`config.mk`:
```
export PLATFORM = sky130hd
export DESIGN_NAME = tri_gen_flat
export DESIGN_NICKNAME = d
export VERILOG_FILES = /design/src/tx_pkg.sv /design/src/tx_config_if.sv /design/src/tri_gen.sv /design/src/flat_wrapper.sv
export VERILOG_INCLUDE_DIRS = /design/src
export SDC_FILE = /design/constraint.sdc
export NUM_CORES = 1
export LEC_CHECK = 0
export BUFFER_PORTS_ARGS = -buffer_cell sky130_fd_sc_hd__buf_4
export CORE_MARGIN = 10
export CORE_UTILIZATION = 55
export DETAILED_ROUTE_END_ITERATION = 8
export GPL_TIMING_DRIVEN = 0
export PLACE_DENSITY = 0.8
export RECOVER_POWER = 25
export SLEW_MARGIN = 15
export SYNTH_ARGS = -nofsm -noshare
export SYNTH_HDL_FRONTEND = slang
export SYNTH_SLANG_ARGS = --single-unit
export TNS_END_PERCENT = 50
```
`constraint.sdc`:
```
create_clock -name dac_clk -period 7.81 [get_ports dac_clk]
set_input_delay 0.781 -clock dac_clk [delete_from_list [all_inputs] [get_ports dac_clk]]
set_output_delay 0.781 -clock dac_clk [all_outputs]
set_load 0.03 [all_outputs]
```
`src/tx_macros.svh`:
```
// Register map, datapath widths and accumulator step
// for the transmit signal chain
`ifndef TX_MACROS_SVH
`define TX_MACROS_SVH

// Datapath shape
`define TX_CHANNELS 2
`define TX_SRC_CHANNELS (2 * `TX_CHANNELS)
`define TX_PAR_SAMPLES 2
`define TX_SAMPLE_WIDTH 16
`define TX_PHASE_BITS 32
`define TX_LUT_BITS 8
`define TX_SCALE_FRAC 14
`define TX_SCALE_ONE 16'h4000

// Phase advance per cycle, in units of the increment
`define TX_ACC_STEP `TX_PAR_SAMPLES

// APB register map
`define TX_APB_ADDR_WIDTH 8
`define TX_APB_DATA_WIDTH 32
`define TX_REG_STRIDE 4
`define TX_REG_CTRL 8'h00
`define TX_REG_MUX 8'h04
`define TX_REG_DDS_INC 8'h10
`define TX_REG_TRI_INC 8'h20
`define TX_REG_SCALE_OFFSET 8'h30

`endif

```
`src/tx_pkg.sv`:
```
// Sample, parallel vector and configuration types
// shared across the transmit chain
`include "tx_macros.svh"

package tx_pkg;

  // One signed DAC sample
  typedef logic signed [`TX_SAMPLE_WIDTH-1:0] sample_t;

  // Parallel samples of one channel in one cycle
  // index 0 is the earliest in time
  typedef sample_t [`TX_PAR_SAMPLES-1:0] sample_vec_t;

  // Accumulator phase, full turn is 2**TX_PHASE_BITS
  typedef logic [`TX_PHASE_BITS-1:0] phase_t;

  // Source index for the channel mux
  typedef enum logic [1:0] {
    SRC_DDS0 = 2'd0,
    SRC_DDS1 = 2'd1,
    SRC_TRI0 = 2'd2,
    SRC_TRI1 = 2'd3
  } src_sel_t;

  // Prescaler gain in Q2.14
  typedef logic signed [15:0] scale_t;

  // Prescaler offset in sample units
  typedef logic signed [15:0] offset_t;

endpackage
```
`src/tx_config_if.sv`:
```
// Configuration bundle from the APB register block to the datapath
`timescale 1ns/1ps
`include "tx_macros.svh"

interface tx_config_if;

  // Global run state and one-cycle restart strobe
  logic run;
  logic restart;

  // Per-channel generator increments
  tx_pkg::phase_t [`TX_CHANNELS-1:0] dds_inc;
  tx_pkg::phase_t [`TX_CHANNELS-1:0] tri_inc;

  // Source routing per output channel
  tx_pkg::src_sel_t [`TX_CHANNELS-1:0] mux_sel;

  // Prescaler settings per output channel
  tx_pkg::scale_t [`TX_CHANNELS-1:0] scale;
  tx_pkg::offset_t [`TX_CHANNELS-1:0] offset;

  // Register block side
  modport regs (output run, restart, dds_inc, tri_inc, mux_sel, scale, offset);

  // Datapath side
  modport user (input run, restart, dds_inc, tri_inc, mux_sel, scale, offset);

endinterface

```
`src/tri_gen.sv`:
```
// Triangle generator on a phase accumulator
// Latency matched to the sine synthesizer
`timescale 1ns/1ps
`include "tx_macros.svh"

module tri_gen (
  input  logic                                   dac_clk,
  input  logic                                   reset,
  tx_config_if.user                              cfg,
  output tx_pkg::sample_vec_t [`TX_CHANNELS-1:0] data,
  output logic [`TX_CHANNELS-1:0]                valid
);

  localparam int U_BITS = `TX_SAMPLE_WIDTH - 1;

  // Rising half gives 2u - 32768, falling half 32767 - 2u
  // which is the bitwise inverse of the rising value
  function automatic tx_pkg::sample_t tri_wave(input tx_pkg::phase_t ph);
    logic [U_BITS-1:0] u;
    tx_pkg::sample_t   rise;
    u    = ph[`TX_PHASE_BITS-2 -: U_BITS];
    rise = {~u[U_BITS-1], u[U_BITS-2:0], 1'b0};
    return ph[`TX_PHASE_BITS-1] ? ~rise : rise;
  endfunction

  tx_pkg::phase_t [`TX_CHANNELS-1:0]     acc;
  tx_pkg::phase_t [`TX_CHANNELS-1:0]     base;
  tx_pkg::phase_t [`TX_PAR_SAMPLES-1:0]  phase_s1 [`TX_CHANNELS];
  logic [`TX_CHANNELS-1:0]               valid_s1;

  always_comb begin
    for (int c = 0; c < `TX_CHANNELS; c++) begin
      base[c] = cfg.restart ? '0 : acc[c];
    end
  end

  // Accumulator and valid pipeline
  always_ff @(posedge dac_clk) begin
    if (reset) begin
      acc      <= '0;
      valid_s1 <= '0;
      valid    <= '0;
    end else begin
      for (int c = 0; c < `TX_CHANNELS; c++) begin
        valid_s1[c] <= cfg.run;
        valid[c]    <= valid_s1[c];
        if (cfg.run) begin
          acc[c] <= base[c] + tx_pkg::phase_t'(`TX_ACC_STEP) * cfg.tri_inc[c];
        end else if (cfg.restart) begin
          acc[c] <= '0;
        end
      end
    end
  end

  // Phase register, then waveform output register
  always_ff @(posedge dac_clk) begin
    for (int c = 0; c < `TX_CHANNELS; c++) begin
      for (int j = 0; j < `TX_PAR_SAMPLES; j++) begin
        phase_s1[c][j] <= base[c] + tx_pkg::phase_t'(j) * cfg.tri_inc[c];
        data[c][j]     <= tri_wave(phase_s1[c][j]);
      end
    end
  end

endmodule

```
`src/flat_wrapper.sv`:
```
// flat-port wrapper written by rule: the top's interface ports become plain ports
module tri_gen_flat 
  (dac_clk, reset, data, valid, cfg_run, cfg_restart, cfg_dds_inc, cfg_tri_inc, cfg_mux_sel, cfg_scale, cfg_offset);
  tx_config_if cfg_i ();
  input  logic dac_clk;
  input  logic reset;
  output tx_pkg::sample_vec_t [`TX_CHANNELS-1:0] data;
  output logic [`TX_CHANNELS-1:0] valid;
  input wire logic [$bits(cfg_i.run)-1:0] cfg_run;
  input wire logic [$bits(cfg_i.restart)-1:0] cfg_restart;
  input wire logic [$bits(cfg_i.dds_inc)-1:0] cfg_dds_inc;
  input wire logic [$bits(cfg_i.tri_inc)-1:0] cfg_tri_inc;
  input wire logic [$bits(cfg_i.mux_sel)-1:0] cfg_mux_sel;
  input wire logic [$bits(cfg_i.scale)-1:0] cfg_scale;
  input wire logic [$bits(cfg_i.offset)-1:0] cfg_offset;
  assign cfg_i.run = cfg_run;
  assign cfg_i.restart = cfg_restart;
  assign cfg_i.dds_inc = cfg_dds_inc;
  assign cfg_i.tri_inc = cfg_tri_inc;
  assign cfg_i.mux_sel = cfg_mux_sel;
  assign cfg_i.scale = cfg_scale;
  assign cfg_i.offset = cfg_offset;
  tri_gen u_core (.dac_clk(dac_clk), .reset(reset), .cfg(cfg_i), .data(data), .valid(valid));
endmodule
```
==> results.sh, run 1 <==
export IMPL_cts_setup_buffers=0
export IMPL_ant_nets=0
export IMPL_antenna_found_initial=3
export IMPL_finalCritPeriodShare_pct=93.52
export IMPL_postCtsHoldBufs=0
export IMPL_synth_top_cell_area_share_pct=28.59
export IMPL_grt_util_all_layers_pct=24.70
export IMPL_wl_mm=40.36
export IMPL_maxSlewHeadroom_pct=31.90
export IMPL_power_share_clock_pct=30.7
export IMPL_critPathMaxFanout=10
export IMPL_viasPerCell=5.957
export IMPL_seqPwrFrac_pct=38.8
export IMPL_seq_area_mm2=0.003884
export IMPL_numCtsBuffers=17
export IMPL_wl_per_cell_um=18.59
export IMPL_p_leak_nw=6.342
export IMPL_internal_power_mw=1.926
export IMPL_dieArea_mm2=0.03138
export IMPL_multi_input_area_mm2=0.008818
export IMPL_firstDrtPassIters=6
export IMPL_timing_final_ws_setup_ns=0.5060
export IMPL_p_per_area_mw_per_mm2=192.7
export IMPL_ir_drop_mv=0.1339
export IMPL_synthDistinctLibCells=96
export IMPL_numPortBuffers=118
export IMPL_nFillCells=2118
export IMPL_worst_slew_pin_slew_ns=1.022
export IMPL_htreeDepth=4
export IMPL_synthFlopType="dfxtp_1"
export IMPL_worstSetupPathType="input port to flop"
export IMPL_setup_viol=0
export IMPL_dp_final_hpwl_mm=29.60
export IMPL_critPathCaptureType="flop"
export IMPL_initial_core_util_pct=55.85
export IMPL_syn_area_mm2=0.01358
export IMPL_io_pins=266
export IMPL_area_growth_pct=13.97
export IMPL_cts_buffer_depth=2
export IMPL_p_sw_mw=1.056
export IMPL_synth_area_leaders="dfxtp_1 29%, xnor2_1 9.0%, xor2_1 7.2%"
export IMPL_yosys_area_top_type="dfxtp_1"
export IMPL_syn_avg_cell_area_um2=8.014
export IMPL_core_mm2=0.02432
export IMPL_mostFrequentLayoutCell="dfxtp_1"
export IMPL_drv_cap=0
export IMPL_skew_ns=0.01189
export IMPL_grt_pass1_wl_mm=63.11
export IMPL_grt_start_max_net_pins=21
export IMPL_min_period_ns=7.304
export IMPL_drcViolationCount=0
export IMPL_rsz0062_at_grt="no"
export IMPL_rows=57
export IMPL_cts_resized=0
export IMPL_via_count=12932
export IMPL_netlist_instances=1695
export IMPL_final_cell_mix="194 x dfxtp_1, 184 x nor2_1, 140 x xnor2_1"
export IMPL_hold_class="flop to flop"
export IMPL_fin_tns_setup_ns=0
export IMPL_drive_gt1_share_pct=13.39
export IMPL_die_y_um=177.2
export IMPL_max_freq_mhz=136.9
export IMPL_critPathLaunchType="input port"
export IMPL_synthArstFlopShare_pct=0
export IMPL_slew_violations=0
export IMPL_cp_required_ns=8.14
export IMPL_ys_seq_elements=194
export IMPL_switching_share_pct=35.41
export IMPL_cp_arrival_ns=7.64
export IMPL_synth_edf_count=0
export IMPL_cts_sinks=194
export IMPL_ys_warn_count=0
export IMPL_grt_pass1_vias=12116
export IMPL_syn_nets=1929
export IMPL_finalNetCount=2066
export IMPL_gp_congestion=0.9472
export IMPL_gr_total_overflow=0
export IMPL_first_iter_violations=1290
export IMPL_cts_root_buffer="clkbuf_16"
export IMPL_hold_violations=0
export IMPL_clk_pin_slew_ns=0.08
export IMPL_pre_cts_ws_ns=0.2705
export IMPL_fp_dieW_um=177.2
export IMPL_ys_seq_area_share_pct=28.59
export IMPL_clock_latency_ns=0.45
export IMPL_tritoncts="yes"
export IMPL_p_total_mw=2.983
export IMPL_combPwrFrac_pct=30.4
export IMPL_status="finished clean"
==> power groups by stage <==
stage,combinational (mW),clock [mW],sequential (mW)
after floorplan,0.497,0,1.31
after global placement,0.879,0,1.18
after detailed placement,0.897,0,1.18
after CTS,0.902,0.921,1.16
after global routing,0.979,0.961,1.17
final,0.907,0.917,1.16
==> state kept, by name, summed over array words and instances, names as in the netlist <==
name,count
u_core.data,64
u_core.phase_s1,64
u_core.acc,64
u_core.valid_s1,1
u_core.valid,1
==> per-stage QoR <==
step	std cells	area [µm²]	hold WS [ns]	utilization, %
floorplan	1695	13580	0.3290	-
global placement	2137	14870	0.3313	61.16
detailed placement	2137	14870	0.3427	61.16
CTS	2169	15500	0.3572	63.72
global route	2170	15480	0.3644	63.65
finish	2171	15480	0.3544	63.66
==> synthesized netlist by cell type, types with 8 or more instances <==
cell / n
o211ai_1: 15
and2_1: 12
o22ai_1: 38
nand2_1: 124
a22oi_1: 14
xor2_1: 112
nor2b_1: 48
maj3_2: 8
nand2b_1: 11
maj3_1: 32
a21oi_1: 97
a32oi_1: 16
nor2_1: 184
clkbuf_1: 82
o21ai_1: 9
inv_1: 40
dfxtp_1: 194
nor3b_1: 8
a31oi_1: 45
mux2i_1: 12
o21a_1: 10
o21ai_0: 70
or3_1: 9
a211oi_1: 8
nand3_1: 16
o32ai_1: 8
xnor2_1: 140
buf_2: 40
ha_1: 34
buf_1: 20
nor3_1: 17
o21bai_1: 11
nor4bb_1: 11
nor4_1: 12
and3_1: 13
buf_6: 9
a21o_1: 20
==> area by class of cell <==
class	count	area share [%]
multi-input cells	1302	56.96
flip-flops and latches	194	25.09
repair buffers	118	5.722
plain buffers	156	4.518
clock buffers	18	2.772
well taps	324	2.619
clock inverters	14	1.245
inverters	43	1.043
diodes	2	0.03233
==> cells by family (layout without fill, tap and decap cells) <==
family	count (synthesis)	in the layout	share of synthesized area [%]
compound gates	460	460	23.44
xor+xnor	252	252	16.25
other cells	0	2	0
mux	13	13	0.9948
simple gates	503	503	18.08
buf+inv	199	349	6.485
flops	194	194	28.59
fa+ha+maj	74	74	6.153
==> worst max-delay path, stage by stage <==
cell and delay (ns):
buf_4 0.14, buf_6 0.15, buf_6 0.21, buf_6 0.22, buf_6 0.20, buf_6 0.20
buf_4 0.24, buf_2 0.36, buf_2 0.43, buf_1 0.62, clkbuf_1 0.45, nor2b_1 0.17
ha_1 0.27, ha_1 0.23, a21boi_1 0.15, nor4_1 0.09, o221ai_2 0.30, o32ai_1 0.24
a211o_1 0.37, maj3_2 0.36, o311ai_2 0.27, a21o_1 0.20, a21oi_2 0.08, a2111oi_4 0.34
nor3_1 0.08, o21ai_1 0.16, mux2_4 0.31
==> final timing paths <==
check,from,endpoint,slack (ns),cells after the start
max,cfg_restart,u_core.acc[31]$_SDFF_PP0_,0.51,27
min,u_core.phase_s1[1][63]$_DFF_P_,u_core.data[48]$_SDFF_PN0_,0.35,0
max reg2reg,u_core.acc[33]$_SDFF_PP0_,u_core.acc[57]$_SDFF_PP0_,3.58,16
min reg2reg,u_core.phase_s1[1][63]$_DFF_P_,u_core.data[48]$_SDFF_PN0_,0.35,0
==> layer usage <==
layer	part of all wire (%)	vias to the layer above	wire length [µm]	track usage, %
li1	-	6249	-	-
met1	43	6049	17290	31.79
met2	46	551	18510	39.99
met3	8.3	81	3359	4.971
met4	2.9	2	1190	9.142
met5	0.017	-	7	0
Note: power is estimated with default switching activity, not from simulation.
==> run 2: changes to the inputs <==
--- a/config.mk
+++ b/config.mk
@@ -6,12 +6,13 @@
 export SDC_FILE = /design/constraint.sdc
 export NUM_CORES = 1
 export LEC_CHECK = 0
+export ABC_AREA = 1
 export BUFFER_PORTS_ARGS = -buffer_cell sky130_fd_sc_hd__buf_4
 export CORE_MARGIN = 10
-export CORE_UTILIZATION = 55
+export CORE_UTILIZATION = 50
 export DETAILED_ROUTE_END_ITERATION = 8
 export GPL_TIMING_DRIVEN = 0
-export PLACE_DENSITY = 0.8
+export PLACE_DENSITY = 0.73
 export RECOVER_POWER = 25
 export SLEW_MARGIN = 15
 export SYNTH_ARGS = -nofsm -noshare
==> run 2 against run 1 <==
Against the previous run:
- clock-buffer cell count shrank 1
- combinational power shrank 2.5%
- highest routed layer is now met4
- core utilization shrank 5.3 points
- global-route usage grew 3.9 points
- synthesized cell count grew 45%
- critical endpoint is now u_core.acc[61]$_SDFF_PP0_
==> results.sh, run 2 <==
export IMPL_worstPathCellList="clkbuf_1 > inv_1 > clkbuf_1 > buf_4 > clkbuf_1 > buf_1 > nand2_1 > inv_1 > ha_1 > ha_1 > inv_1 > nand2_1 > nand2_1 > a21boi_1 > nand2_1 > nand3_1 > nand2_1 > nand3_1 > nand2_1 > nor2_1 > nor2_1"
export IMPL_holdWs_ns=0.3520
export IMPL_crit_family="buffers and inverters"
export IMPL_gp_congestion=1.037
export IMPL_critPathMaxStageDelay_ns=0.75
export IMPL_skew_ns=0.01678
export IMPL_place_area_mm2=0.01558
export IMPL_syn_avg_cell_area_um2=5.726
export IMPL_htreeDepth=4
export IMPL_ys_seq_area_share_pct=27.53
export IMPL_cp_arrival_ns=5.63
export IMPL_rows=61
export IMPL_grt_util_all_layers_pct=28.62
export IMPL_firstDrtPassIters=8
export IMPL_timing_final_ws_setup_ns=2.517
export IMPL_critPathLaunchType="input port"
export IMPL_rr_endpoint="u_core.phase_s1[0][62]$_DFF_P_"
export IMPL_seqPwrFrac_pct=38.3
export IMPL_syn_area_mm2=0.01411
export IMPL_cts_buffer_depth=2
export IMPL_rr_worst_depth=11
export IMPL_critPathMaxFanout=10
export IMPL_switching_share_pct=38.85
export IMPL_p_leak_nw=9.654
export IMPL_numCtsBuffers=17
export IMPL_min_to="u_core.data[16]$_SDFF_PN0_"
export IMPL_pre_cts_ws_ns=3.017
export IMPL_ys_warn_count=0
export IMPL_die_y_um=188.0
export IMPL_fin_tns_setup_ns=0
export IMPL_ir_drop_mv=0.1120
export IMPL_final_cell_mix="864 x nand2_1, 403 x inv_1, 273 x nor2_1"
export IMPL_power_share_clock_pct=32.2
export IMPL_core_mm2=0.02778
export IMPL_min_period_ns=5.293
export IMPL_dp_final_hpwl_mm=43.62
export IMPL_r2r_slack_ns=5.37
export IMPL_p_per_area_mw_per_mm2=185.1
export IMPL_r2r_start="u_core.acc[28]$_SDFF_PP0_"
export IMPL_fp_dieW_um=188.0
export IMPL_synth_top_cell_area_share_pct=27.53
export IMPL_gr_total_overflow=0
export IMPL_synthArstFlopShare_pct=0
export IMPL_synthFlopType="dfxtp_1"
export IMPL_ant_nets=0
export IMPL_internal_power_mw=1.835
export IMPL_reg_top3="u_core.acc (64), u_core.data (64), u_core.phase_s1 (64)"
export IMPL_final_core_util_pct=58.36
export IMPL_critPathBufInv=8
export IMPL_hold_violations=0
export IMPL_synth_area_leaders="dfxtp_1 28%, nand2_1 23%, inv_1 11%"
export IMPL_viasPerCell=5.283
export IMPL_max_freq_mhz=188.9
export IMPL_synth_edf_count=0
export IMPL_netlist_instances=2464
export IMPL_via_count=15890
export IMPL_cp_required_ns=8.15
export IMPL_drcViolationCount=0
export IMPL_ys_seq_elements=194
export IMPL_worstSetupPathType="input port to flop"
export IMPL_first_iter_violations=1685
export IMPL_yosys_area_top_type="dfxtp_1"
export IMPL_grt_pass1_wl_mm=79.50
export IMPL_synth_most_common_cell="nand2_1"
export IMPL_wl_per_cell_um=17.57
export IMPL_initial_core_util_pct=50.78
export IMPL_finalNetCount=2850
export IMPL_hold_depth=0
export IMPL_io_pins=266
export IMPL_numPortBuffers=133
export IMPL_syn_nets=2698
export IMPL_combPwrFrac_pct=29.4
export IMPL_rsz0062_at_grt="no"
export IMPL_hold_class="flop to flop"
export IMPL_wl_mm=52.85
export IMPL_design_area_mm2=0.01621
export IMPL_cpMaxStageDelayCell="clkbuf_1"
export IMPL_tritoncts="yes"
export IMPL_finalCritPeriodShare_pct=67.77
export IMPL_clk_pin_slew_ns=0.09
export IMPL_drv_cap=0
export IMPL_cts_resized=0
export IMPL_critPathCaptureType="flop"
export IMPL_cts_setup_buffers=0
export IMPL_worst_slew_pin_slew_ns=1.060
export IMPL_mostFrequentLayoutCell="nand2_1"
export IMPL_grt_pass1_vias=14441
export IMPL_status="finished clean"
export IMPL_p_sw_mw=1.166
export IMPL_dieArea_mm2=0.03534
export IMPL_worst_hold_startpoint="u_core.phase_s1[0][63]$_DFF_P_"
export IMPL_grt_start_max_net_pins=25
export IMPL_maxSlewHeadroom_pct=29.33
export IMPL_synth_common_cells="864 x nand2_1, 402 x inv_1, 273 x nor2_1"
export IMPL_area_growth_pct=14.92
export IMPL_postCtsHoldBufs=0
export IMPL_path_common_cell="nand2_1"
export IMPL_setup_viol=0
export IMPL_clock_latency_ns=0.46
export IMPL_antenna_found_initial=1
export IMPL_synthDistinctLibCells=41
export IMPL_cts_root_buffer="clkbuf_16"
export IMPL_drive_gt1_share_pct=7.912
export IMPL_slew_violations=0
export IMPL_cts_sinks=194
## run 2: how the worst max path moves through the flow
stage                                      to   startpoint  slack, ns  depth (start not counted)
2_1_floorplan       u_core.acc[59]$_SDFF_PP0_  cfg_restart       4.68                         22
6_report            u_core.acc[61]$_SDFF_PP0_  cfg_restart       2.52                         21
3_3_place_gp   u_core.phase_s1[0][62]$_DFF_P_  cfg_restart       3.03                         17
4_1_cts        u_core.phase_s1[0][62]$_DFF_P_  cfg_restart       3.47                         17
3_5_place_dp        u_core.acc[19]$_SDFF_PP0_  cfg_restart       3.02                         23
5_1_grt        u_core.phase_s1[0][62]$_DFF_P_  cfg_restart       2.33                         19
## run 2: routing by layer
metal	share of wire [%]	GRT usage, %
met3	11	7.625
met2	42	42.86
met1	46	39.66
met5	0	0
met4	2.0	7.292
## run 2: power by group through the flow
| stage | sequential, mW | combinational [mW] | clock, mW |
|---|---|---|---|
| after detailed placement | 1.17 | 0.869 | 0 |
| after CTS | 1.15 | 0.873 | 0.970 |
| after global placement | 1.17 | 0.861 | 0 |
| after floorplan | 1.29 | 0.427 | 0 |
| final | 1.15 | 0.884 | 0.967 |
| after global routing | 1.16 | 0.961 | 1.01 |
## run 2: cell families (layout without fill, tap and decap cells)
family / count (synthesis) / after routing / share of synthesized area (%)
XOR/XNOR: 98 / 98 / 6.084
AND/OR/NAND/NOR: 1369 / 1369 / 39.07
buffers and inverters: 467 / 632 / 12.66
adder cells (fa/ha/maj): 34 / 34 / 3.015
AO/OA/AOI/OAI: 302 / 302 / 11.64
other: 0 / 1 / 0
flip-flops: 194 / 194 / 27.53
## run 2: layout make-up
cell class	instances	area, µm²
flip-flops and latches	194	3884
clock buffers	17	425.4
plain buffers	39	166.4
well taps	378	473.0
multi-input cells	1803	8438
repair buffers	133	994.7
diodes	1	2.502
clock inverters	15	222.7
inverters	428	1607
fillers	2955	11570
## run 2: per-stage QoR
step                      total power, mW  instances
final                               3.001       3008
after global routing                3.133       3007
after CTS                           2.994       3007
after detailed placement            2.042       2975
after global placement              2.030       2975
after floorplan                     1.718       2464
==> run 3: changes to the inputs <==
--- a/config.mk
+++ b/config.mk
@@ -12,7 +12,7 @@
 export CORE_UTILIZATION = 50
 export DETAILED_ROUTE_END_ITERATION = 8
 export GPL_TIMING_DRIVEN = 0
-export PLACE_DENSITY = 0.73
+export PLACE_DENSITY = 0.76
 export RECOVER_POWER = 25
 export SLEW_MARGIN = 15
 export SYNTH_ARGS = -nofsm -noshare
==> constraint.sdc (replaced) <==
create_clock -name dac_clk -period 4.34 [get_ports dac_clk]
set_input_delay 0.434 -clock dac_clk [delete_from_list [all_inputs] [get_ports dac_clk]]
set_output_delay 0.434 -clock dac_clk [all_outputs]
set_load 0.03 [all_outputs]
==> run 3 against run 2 <==
Against the previous run:
- non-clock buffer count is the same
- final cell count unchanged
- via count down 0.38%
- clock skew grew 0.0010 ns
- global-route usage increased by 1.0 points
==> results.sh, run 3 (synthesized netlist as in run 2, its figures left out) <==
export IMPL_status="finished clean"
export IMPL_tritoncts="yes"
export IMPL_clk_pin_slew_ns=0.08
export IMPL_r2r_slack_ns=1.88
export IMPL_skew_ns=0.01779
export IMPL_gp_congestion=1.003
export IMPL_worstPathCellList="clkbuf_1 > inv_2 > buf_6 > buf_4 > clkbuf_1 > clkbuf_2 > nand2_1 > inv_1 > ha_1 > ha_1 > inv_1 > nand2_1 > nand2_1 > a21boi_1 > nand2_1 > nand3_1 > nand2_1 > nand3_1 > nand3_1 > nand2_1 > inv_1"
export IMPL_grt_pass1_wl_mm=82.13
export IMPL_gr_total_overflow=0
export IMPL_dp_final_hpwl_mm=44.42
export IMPL_drive_gt1_share_pct=7.265
export IMPL_worstSetupPathType="input port to flop"
export IMPL_rows=61
export IMPL_numPortBuffers=133
export IMPL_worst_slew_pin_slew_ns=1.107
export IMPL_core_mm2=0.02778
export IMPL_critPathMaxFanout=10
export IMPL_p_leak_nw=9.588
export IMPL_design_area_mm2=0.01616
export IMPL_htreeDepth=4
export IMPL_antenna_found_initial=2
export IMPL_reg_top3="u_core.acc (64), u_core.data (64), u_core.phase_s1 (64)"
export IMPL_cts_setup_buffers=0
export IMPL_final_cell_mix="864 x nand2_1, 402 x inv_1, 273 x nor2_1"
export IMPL_numCtsBuffers=17
export IMPL_place_area_mm2=0.01558
export IMPL_max_freq_mhz=245.1
export IMPL_crit_family="buffers and inverters"
export IMPL_critPathLaunchType="input port"
export IMPL_dieArea_mm2=0.03534
export IMPL_hold_violations=0
export IMPL_clock_latency_ns=0.47
export IMPL_mostFrequentLayoutCell="nand2_1"
export IMPL_setup_viol=0
export IMPL_drv_cap=0
export IMPL_finalNetCount=2850
export IMPL_min_period_ns=4.080
export IMPL_grt_start_max_net_pins=22
export IMPL_ir_drop_mv=0.2824
export IMPL_cpMaxStageDelayCell="clkbuf_1"
export IMPL_via_count=15830
export IMPL_rsz0062_at_grt="no"
export IMPL_finalCritPeriodShare_pct=94.00
export IMPL_p_per_area_mw_per_mm2=333.3
export IMPL_hold_class="input port to flop"
export IMPL_io_pins=266
export IMPL_die_y_um=188.0
export IMPL_ant_nets=0
export IMPL_grt_pass1_vias=14812
export IMPL_viasPerCell=5.263
export IMPL_firstDrtPassIters=7
export IMPL_first_iter_violations=1710
export IMPL_slew_violations=0
export IMPL_p_total_mw=5.386
export IMPL_cp_required_ns=4.71
export IMPL_critPathMaxStageDelay_ns=0.70
export IMPL_critPathCaptureType="flop"
export IMPL_drcViolationCount=0
export IMPL_wl_per_cell_um=17.88
export IMPL_grt_util_all_layers_pct=29.66
export IMPL_path_common_cell="nand2_1"
export IMPL_wl_mm=53.78
export IMPL_maxSlewHeadroom_pct=26.22
export IMPL_critPathBufInv=9
export IMPL_area_growth_pct=14.52
export IMPL_cts_sinks=194
export IMPL_cp_arrival_ns=4.45
export IMPL_cts_buffer_depth=2
export IMPL_cts_root_buffer="clkbuf_16"
export IMPL_initial_core_util_pct=50.78
export IMPL_fp_dieW_um=188.0
==> run 3: final timing paths <==
check / startpoint / to / depth (start not counted)
min reg2reg: u_core.phase_s1[0][31]$_DFF_P_ / u_core.data[0]$_SDFF_PN0_ / 0
min: cfg_tri_inc[31] / u_core.phase_s1[0][63]$_DFF_P_ / 4
max: cfg_restart / u_core.acc[29]$_SDFF_PP0_ / 21
max reg2reg: u_core.acc[20]$_SDFF_PP0_ / u_core.phase_s1[0][63]$_DFF_P_ / 13
==> run 3: cell type report <==
class / count / area (µm²)
flip-flops and latches: 194 / 3884
multi-input cells: 1803 / 8438
clock buffers: 17 / 425.4
diodes: 1 / 2.502
inverters: 428 / 1607
repair buffers: 133 / 919.6
clock inverters: 15 / 232.7
well taps: 378 / 473.0
fillers: 2910 / 11620
plain buffers: 39 / 175.2
==> run 3: worst register-to-register path: cells and delay by family, from the launching register on <==
family	cells	cell delay (ns)
DFF	1	0.35
buffers and inverters	2	0.16
AOI/OAI and AO/OA	1	0.27
and+or+nand+nor	10	1.58
==> run 3: report_power, final <==
part	total, mW	leakage (nW)	internal, mW	switching, mW
logic	1.56	7.66	0.465	1.10
registers	2.07	1.61	1.99	0.0785
clock network	1.75	0.314	0.903	0.849
==> run 3: timing repair <==
action                     in CTS  in global routing
setup endpoints to repair       0                  2
hold buffers                    0                  0
resized for setup               0                  1
==> run 3: metal layers <==
| layer | global-route usage (%) | wire, µm | vias to the layer above | part of all wire [%] |
|---|---|---|---|---|
| met5 | 0 | 0 | - | 0 |
| met4 | 8.154 | 1165 | 0 | 2.2 |
| met3 | 8.015 | 5684 | 76 | 11 |
| met2 | 41.90 | 21260 | 723 | 40 |
| met1 | 42.85 | 25670 | 7115 | 48 |
| li1 | - | - | 7916 | - |
==> run 3: through the flow <==
stage | setup TNS [ns] | hold slack (ns) | util, % | setup slack, ns | std cells
2_1_floorplan | 0 | 0.3290 | - | 1.557 | 2464
3_3_place_gp | -0.2616 | 0.3298 | 56.08 | -0.06879 | 2975
3_5_place_dp | -1.379 | 0.3355 | 56.08 | -0.1776 | 2975
4_1_cts | 0 | 0.2387 | 58.45 | 0.3027 | 3007
5_1_grt | 0 | 0.2578 | 58.15 | 0.1553 | 3007
6_report | 0 | 0.2525 | 58.16 | 0.2603 | 3008
